==> config.mk <==
export PLATFORM = sky130hd
export DESIGN_NAME = keypadBuzzer
export DESIGN_NICKNAME = d
export VERILOG_FILES = /design/src/keypadPkg.sv /design/src/tonePkg.sv /design/src/keypadBuzzer.sv /design/src/tonePlayer.sv /design/src/noteFifo.sv /design/src/keypadScanner.sv
export SDC_FILE = /design/constraint.sdc
export NUM_CORES = 1
export LEC_CHECK = 0
export ABC_AREA = 1
export ABC_CLOCK_PERIOD_IN_PS = 2600
export BUFFER_PORTS_ARGS = -buffer_cell sky130_fd_sc_hd__buf_2
export CAP_MARGIN = 20
export CORE_MARGIN = 1.5
export CORE_UTILIZATION = 38
export DETAILED_ROUTE_END_ITERATION = 10
export PLACE_DENSITY = 0.51
export SLEW_MARGIN = 20
export SYNTH_ARGS = -nofsm -noshare
export SYNTH_HDL_FRONTEND = slang
export SYNTH_HIERARCHICAL = 1
export SYNTH_SLANG_ARGS = --single-unit
==> constraint.sdc <==
create_clock -name clk -period 2.6 [get_ports clk]
set_input_delay 0.52 -clock clk [delete_from_list [all_inputs] [get_ports clk]]
set_output_delay 0.52 -clock clk [all_outputs]
set_load 0.05 [all_outputs]
==> src/keypadPkg.sv <==
`default_nettype none

package keypadPkg;

    // ----------------------------------------
    // Keypad geometry
    // ----------------------------------------

    // Square matrix, rows and columns alike
    localparam int KeyLines = 4;

    // One bit per row or column line
    typedef logic [KeyLines-1:0] lineVec;

    // Row index times four plus column index
    typedef logic [3:0] keyCode;

    // ----------------------------------------
    // Scanner control
    // ----------------------------------------

    // Idle only right after reset, then scans for good
    typedef enum logic {
        scanIdle,
        scanRun
    } scanState;

endpackage

`default_nettype wire
==> src/tonePkg.sv <==
`default_nettype none

package tonePkg;

    import keypadPkg::*;

    // ----------------------------------------
    // Pitch table
    // ----------------------------------------

    // Clock cycles in one half of the tone period
    typedef logic [15:0] halfPeriod;

    // Half-period of key code 0
    localparam int BaseHalf = 8;

    // Growth of the half-period per code step
    localparam int StepHalf = 2;

    // Higher code gives a longer period, so a lower pitch
    function automatic halfPeriod pitchHalf(input keyCode code);
        return halfPeriod'(BaseHalf + int'(code) * StepHalf);
    endfunction

    // ----------------------------------------
    // Player control
    // ----------------------------------------

    typedef enum logic {
        playIdle,
        playTone
    } playState;

endpackage

`default_nettype wire

==> src/keypadBuzzer.sv <==
`timescale 1ns/1ps
`default_nettype none

module keypadBuzzer
    import keypadPkg::*;
#(
    parameter int ScanPeriod = 50000,
    parameter int FifoDepth  = 8,
    parameter int NoteHalves = 400
) (
    input  wire logic   clk,
    input  wire logic   RSTn,
    input  wire lineVec col,
    output lineVec      row,
    output logic        PWM
);

    // ----------------------------------------
    // Scanner to queue
    // ----------------------------------------

    logic   keyValid;
    keyCode keyCodeOut;

    keypadScanner #(
        .ScanPeriod (ScanPeriod)
    ) scanner (
        .clk        (clk),
        .RSTn       (RSTn),
        .col        (col),
        .row        (row),
        .keyValid   (keyValid),
        .keyCodeOut (keyCodeOut)
    );

    // ----------------------------------------
    // Queue to player
    // ----------------------------------------

    keyCode headCode;
    logic   empty;
    logic   pop;

    noteFifo #(
        .FifoDepth (FifoDepth)
    ) queue (
        .clk      (clk),
        .RSTn     (RSTn),
        .push     (keyValid),
        .pushCode (keyCodeOut),
        .pop      (pop),
        .headCode (headCode),
        .empty    (empty)
    );

    tonePlayer #(
        .NoteHalves (NoteHalves)
    ) player (
        .clk      (clk),
        .RSTn     (RSTn),
        .empty    (empty),
        .headCode (headCode),
        .pop      (pop),
        .PWM      (PWM)
    );

endmodule

`default_nettype wire

==> src/tonePlayer.sv <==
`timescale 1ns/1ps
`default_nettype none

module tonePlayer
    import keypadPkg::*;
    import tonePkg::*;
#(
    parameter int NoteHalves = 4
) (
    input  wire logic   clk,
    input  wire logic   RSTn,
    input  wire logic   empty,
    input  wire keyCode headCode,
    output logic        pop,
    output logic        PWM
);

    localparam int HalfW = (NoteHalves > 1) ? $clog2(NoteHalves) : 1;

    playState         state;
    keyCode           noteCode;
    halfPeriod        curHalf;
    halfPeriod        halfCnt;
    logic [HalfW-1:0] halfIdx;
    logic             halfEnd;
    logic             noteEnd;

    // Take the next note as soon as the player is free
    assign pop     = (state == playIdle) && !empty;

    assign curHalf = pitchHalf(noteCode);
    assign halfEnd = (state == playTone) && (halfCnt == curHalf - halfPeriod'(1));
    assign noteEnd = halfEnd && (halfIdx == HalfW'(NoteHalves - 1));

    // ----------------------------------------
    // Note sequencing
    // ----------------------------------------

    always_ff @(posedge clk or negedge RSTn) begin
        if (!RSTn) begin
            state   <= playIdle;
            halfCnt <= '0;
            halfIdx <= '0;
            PWM     <= 1'b0;
        end else begin
            case (state)
                playIdle: begin
                    if (pop) begin
                        // Every note opens with a high half
                        state   <= playTone;
                        halfCnt <= '0;
                        halfIdx <= '0;
                        PWM     <= 1'b1;
                    end
                end
                playTone: begin
                    if (noteEnd) begin
                        // Even count of halves, so PWM is already low here
                        state <= playIdle;
                        PWM   <= 1'b0;
                    end else if (halfEnd) begin
                        halfCnt <= '0;
                        halfIdx <= halfIdx + 1'b1;
                        PWM     <= ~PWM;
                    end else begin
                        halfCnt <= halfCnt + 1'b1;
                    end
                end
                default: begin
                    state <= playIdle;
                    PWM   <= 1'b0;
                end
            endcase
        end
    end

    // Code of the note being played
    always_ff @(posedge clk) begin
        if (pop) begin
            noteCode <= headCode;
        end
    end

endmodule

`default_nettype wire

==> src/noteFifo.sv <==
`timescale 1ns/1ps
`default_nettype none

module noteFifo
    import keypadPkg::*;
#(
    parameter int FifoDepth = 8
) (
    input  wire logic   clk,
    input  wire logic   RSTn,
    input  wire logic   push,
    input  wire keyCode pushCode,
    input  wire logic   pop,
    output keyCode      headCode,
    output logic        empty
);

    localparam int AddrW = (FifoDepth > 1) ? $clog2(FifoDepth) : 1;
    localparam int CntW  = AddrW + 1;

    keyCode           mem [FifoDepth];
    logic [AddrW-1:0] wrPtr;
    logic [AddrW-1:0] rdPtr;
    logic [CntW-1:0]  count;
    logic             full;
    logic             doPush;
    logic             doPop;

    assign full     = (count == CntW'(FifoDepth));
    assign empty    = (count == '0);
    // Extra codes are simply lost, the scanner never waits
    assign doPush   = push && !full;
    assign doPop    = pop && !empty;
    assign headCode = mem[rdPtr];

    // ----------------------------------------
    // Pointers and occupancy
    // ----------------------------------------

    // Depth is a power of two, pointers wrap on their own
    always_ff @(posedge clk or negedge RSTn) begin
        if (!RSTn) begin
            wrPtr <= '0;
            rdPtr <= '0;
            count <= '0;
        end else begin
            if (doPush) begin
                wrPtr <= wrPtr + 1'b1;
            end
            if (doPop) begin
                rdPtr <= rdPtr + 1'b1;
            end
            case ({doPush, doPop})
                2'b10:   count <= count + 1'b1;
                2'b01:   count <= count - 1'b1;
                default: count <= count;
            endcase
        end
    end

    always_ff @(posedge clk) begin
        if (doPush) begin
            mem[wrPtr] <= pushCode;
        end
    end

endmodule

`default_nettype wire

==> src/keypadScanner.sv <==
`timescale 1ns/1ps
`default_nettype none

module keypadScanner
    import keypadPkg::*;
#(
    parameter int ScanPeriod = 50000
) (
    input  wire logic   clk,
    input  wire logic   RSTn,
    input  wire lineVec col,
    output lineVec      row,
    output logic        keyValid,
    output keyCode      keyCodeOut
);

    localparam int CntW = (ScanPeriod > 1) ? $clog2(ScanPeriod) : 1;
    localparam int IdxW = $clog2(KeyLines);

    // Lowest set column wins
    function automatic logic [IdxW-1:0] lowestCol(input lineVec bits);
        logic [IdxW-1:0] idx;
        idx = '0;
        for (int i = KeyLines - 1; i >= 0; i--) begin
            if (bits[i]) begin
                idx = IdxW'(i);
            end
        end
        return idx;
    endfunction

    scanState        state;
    logic [CntW-1:0] slotCnt;
    logic [IdxW-1:0] rowIdx;
    lineVec          colMeta;
    lineVec          colSync;
    logic            slotEnd;
    logic            sampleNow;
    logic            sweepEnd;
    logic            slotHit;
    keyCode          slotCode;
    logic            candValid;
    keyCode          cand;
    logic            sweepValid;
    keyCode          sweepCode;
    logic            prevValid;
    keyCode          prevCode;
    logic            reported;

    // ----------------------------------------
    // Row timing
    // ----------------------------------------

    assign slotEnd   = (slotCnt == CntW'(ScanPeriod - 1));
    assign sampleNow = slotEnd && (state == scanRun);
    assign sweepEnd  = sampleNow && (rowIdx == IdxW'(KeyLines - 1));

    always_ff @(posedge clk or negedge RSTn) begin
        if (!RSTn) begin
            state   <= scanIdle;
            slotCnt <= '0;
            rowIdx  <= '0;
            row     <= lineVec'(1);
        end else begin
            // Synchronizer holds reset zeros for the first cycle
            if (state == scanIdle) begin
                state <= scanRun;
            end
            if (slotEnd) begin
                slotCnt <= '0;
                rowIdx  <= rowIdx + 1'b1;
                row     <= {row[KeyLines-2:0], row[KeyLines-1]};
            end else begin
                slotCnt <= slotCnt + 1'b1;
            end
        end
    end

    // Columns are asynchronous to clk
    always_ff @(posedge clk or negedge RSTn) begin
        if (!RSTn) begin
            colMeta <= '0;
            colSync <= '0;
        end else begin
            colMeta <= col;
            colSync <= colMeta;
        end
    end

    // ----------------------------------------
    // Sweep candidate and debounce
    // ----------------------------------------

    assign slotHit    = |colSync;
    assign slotCode   = keyCode'(int'(rowIdx) * KeyLines + int'(lowestCol(colSync)));
    // Earlier rows hold lower codes, so an existing candidate stays
    assign sweepValid = candValid || slotHit;
    assign sweepCode  = candValid ? cand : slotCode;

    always_ff @(posedge clk or negedge RSTn) begin
        if (!RSTn) begin
            candValid <= 1'b0;
            prevValid <= 1'b0;
            reported  <= 1'b0;
            keyValid  <= 1'b0;
        end else begin
            keyValid <= 1'b0;
            if (sweepEnd) begin
                candValid <= 1'b0;
                prevValid <= sweepValid;
                if (!sweepValid) begin
                    // Empty sweep re-arms reporting
                    reported <= 1'b0;
                end else if (prevValid && (sweepCode == prevCode) && !reported) begin
                    keyValid <= 1'b1;
                    reported <= 1'b1;
                end
            end else if (sampleNow && slotHit) begin
                candValid <= 1'b1;
            end
        end
    end

    always_ff @(posedge clk) begin
        if (sampleNow && slotHit && !candValid) begin
            cand <= slotCode;
        end
        if (sweepEnd) begin
            prevCode   <= sweepCode;
            keyCodeOut <= sweepCode;
        end
    end

endmodule

`default_nettype wire

==> out/metrics.yaml <==
status: "finished, final reports clean"
tns_ns: 0
crit_type: "reg -> reg"
timing_hold_violations_final: 0
nFillCells: 1542
totalPowerFinal_mw: 4.22
path_cells: "nor2_1, nand3_1, inv_1, nor2_1, nand2_2, inv_1, ha_1, ha_1, or2_2, nand2_1, nand2_1, nand3_1, nand2_1"
path_delay_family: "simple AND/OR/NAND/NOR gates"
cts_resized: 0
critPathMaxStageDelay_ns: 0.41
grt.total_usage: 0.157
p_leak_nw: 3.28
syn-num-nets: 741
cp.required_ns: 2.90
cp-start-kind: "flop"
ff_latch_area_um2: 3120
netSwitchingPower_uw: 916
skew_ns: 0.00810
portBuffers: 10
arrival_ns: 2.56
p_seq_frac: 0.451
synth_cell_types: 37
clock_power_share: 0.540
worstSetupEndpointType: "flop"
drt-vias-per-instance: 4.54
cts_buffer_depth: 2
fmax_mhz: 441
route.antenna.remaining_nets: 0
rsz0062_at_grt: "no"
crit_top_cell: "nand2_1"
htreeDepth: 4
syn2layout_area_growth_pct: 13.8
drive_above_1_share: 0.119
cap_violations: 0
power_density_nw_per_um2: 615
critPathMaxFanout: 5
grt_antenna_before_repair: 0
peakVddDrop_uv: 499
fp.coreArea_um2: 15400
num_rows: 45
r2r_cells: 13
setup_violations: 0
dp_slack_ns: 0.336
multi_input_area_um2: 2450
synth_edf_count: 44
die_area_um2: 16600
tightest_slew_ns: 0.648
start_util: 0.392
final_core_util: 0.446
synthFlopType: "dfrtp_1"
fin_ws_ns: 0.334
hold_path.class: "in -> async"
overflow: 0
layout_min_cycle_time_ns: 2.27
routed_wl_mm: 11.6
critPathBufInv: 2
power_frac_comb: 0.009
p_int_mw: 3.30
cp.depth: 13
clkSlewWorstSetupHoldPaths_ns: 0.06
holdBufCountCts: 0
antenna_cells: 0
hpwl_mm: 8.35
grt_pass1_wl_mm: 20.1
clkLatencyLatePin_ns: 0.41
drt_iter0_markers: 224
dr.pass1.iters: 5
numClockSinks: 116
yosysSeqAreaShare: 0.518
ys_async_sr_fraction: 0.621
drc: 0
holdWs_ns: 0.0693
min_period_over_period: 0.871
nets: 760
slew_headroom: 0.564
post-cts-setup-buffer-count: 0
syn_area_per_cell_um2: 8.32
routedWlPerCell_um: 12.0
num_vias: 4389
grt_max_degree: 38
switching_share: 0.217
synth-seq-cells: 116
die_y_um: 129
die_w_um: 129
cts_tree: "built"
drv_slew: 0
grt_pass1_vias: 4255
netlist_area_um2: 6030
cts_root_buffer: "clkbuf_16"
synth_warnings: 6
slowest_stage: "dfrtp_1"
ios: 11
cts_buffers: 17
synthCells: 724
place.gp.congestion: 0.824
==> power groups by stage <==
stage | clock (mW) | combinational [mW] | sequential, mW
after floorplan | 0 | 0.00906 | 1.94
after global placement | 0 | 0.0412 | 1.94
after detailed placement | 0 | 0.0421 | 1.94
after CTS | 2.35 | 0.0424 | 1.90
after global routing | 2.45 | 0.0484 | 1.90
final | 2.28 | 0.0392 | 1.90
==> synth_stat cells, types with 3 or more instances <==
library cell,number,area share
nor3_1,9,0.0075
buf_4,5,0.0062
nand3_1,56,0.047
nand2_1,224,0.14
buf_6,4,0.0075
xor2_1,22,0.032
nor2_4,3,0.0056
nand2_4,4,0.0075
inv_2,7,0.0044
nand3b_1,5,0.0062
edfxtp_1,44,0.22
clkbuf_2,3,0.0025
nor3_2,6,0.010
inv_1,83,0.052
dfrtp_1,71,0.29
ha_1,10,0.021
nand3_2,4,0.0066
nand2_2,8,0.0083
or2_2,7,0.0073
a21oi_1,5,0.0042
xnor2_1,8,0.012
nand4_1,8,0.0083
nor2_1,103,0.064
o21ai_0,9,0.0075
==> logic make-up (layout without fill, tap and decap cells) <==
group                    after synthesis  in the layout  synth area share
other                                  1              1          0.000622
XOR/XNOR                              30             30            0.0436
flip-flops                           116            116             0.518
buffers and inverters                107            139            0.0758
AND/OR/NAND/NOR                      441            441             0.322
AO/OA/AOI/OAI                         18             18            0.0158
adder cells (fa/ha/maj)               11             11            0.0241
==> metrics by stage <==
| step | cells | cell area [µm²] |
|---|---|---|
| 2_1_floorplan | 724 | 6030 |
| 3_3_place_gp | 935 | 6270 |
| 3_5_place_dp | 935 | 6270 |
| 4_1_cts | 967 | 6860 |
| 5_1_grt | 967 | 6860 |
| 6_report | 967 | 6860 |
==> worst paths after layout <==
| path | from | endpoint | slack, ns |
|---|---|---|---|
| max | queue/count[0] | queue/count[3] | 0.33 |
| min | RSTn | player/halfCnt[4] | 0.07 |
| max reg2reg | queue/count[0] | queue/count[3] | 0.33 |
| min reg2reg | scanner/colMeta[1] | scanner/colSync[1] | 0.35 |
| max in group asynchronous | RSTn | player/halfIdx[5] | 1.89 |
| min in group clk | col[0] | scanner/colMeta[0] | 0.21 |
==> flip-flops by register name, summed over array words and instances, names as in the netlist, 2 cells and up <==
signal	flops
player/halfCnt	16
player/halfIdx	9
player/noteCode	4
queue/count	4
queue/mem	32
queue/rdPtr	3
queue/wrPtr	3
scanner/cand	4
scanner/colMeta	4
scanner/colSync	4
scanner/prevCode	4
scanner/row	4
scanner/rowIdx	2
scanner/slotCnt	16
==> metal layers <==
metal  wire length, µm  up-vias  GRT usage  part of all wire
li1                  -     2308          -                 -
met1              5660     2042      0.195              0.49
met2              5620       37      0.265              0.49
met3               255        2     0.0424             0.022
met4                42        0     0.0496            0.0036
met5                 0        -          0                 0
==> layout by cell type (no fill, tap or decap), types with 2 or more instances in the layout <==
| cell type | count |
|---|---|
| xnor2_1 | 8 |
| clkinvlp_4 | 2 |
| nor2_4 | 3 |
| inv_6 | 7 |
| clkinv_2 | 2 |
| edfxtp_1 | 44 |
| o21ai_1 | 2 |
| a21oi_1 | 5 |
| nand2_4 | 4 |
| clkbuf_16 | 18 |
| nand2_1 | 224 |
| nand3b_1 | 5 |
| nor3_2 | 6 |
| ha_1 | 10 |
| or2_2 | 7 |
| dfrtp_1 | 71 |
| nand3_2 | 4 |
| nor2_2 | 2 |
| xor2_1 | 22 |
| buf_4 | 6 |
| nand3_1 | 56 |
| inv_1 | 83 |
| buf_2 | 9 |
| nor3_1 | 9 |
| nand2_2 | 8 |
| o21ai_0 | 9 |
| nor2_1 | 103 |
| nand4_1 | 8 |
| inv_2 | 7 |
==> layout make-up <==
class                      instances  area share
clock buffer                      18      0.0657
clock inverter                    14      0.0201
inverter                          92      0.0505
multi-input combinational        501       0.357
sequential                       116       0.455
tap                              211      0.0385
timing repair buffer              15      0.0131
Note: power is estimated with default switching activity, not from simulation.
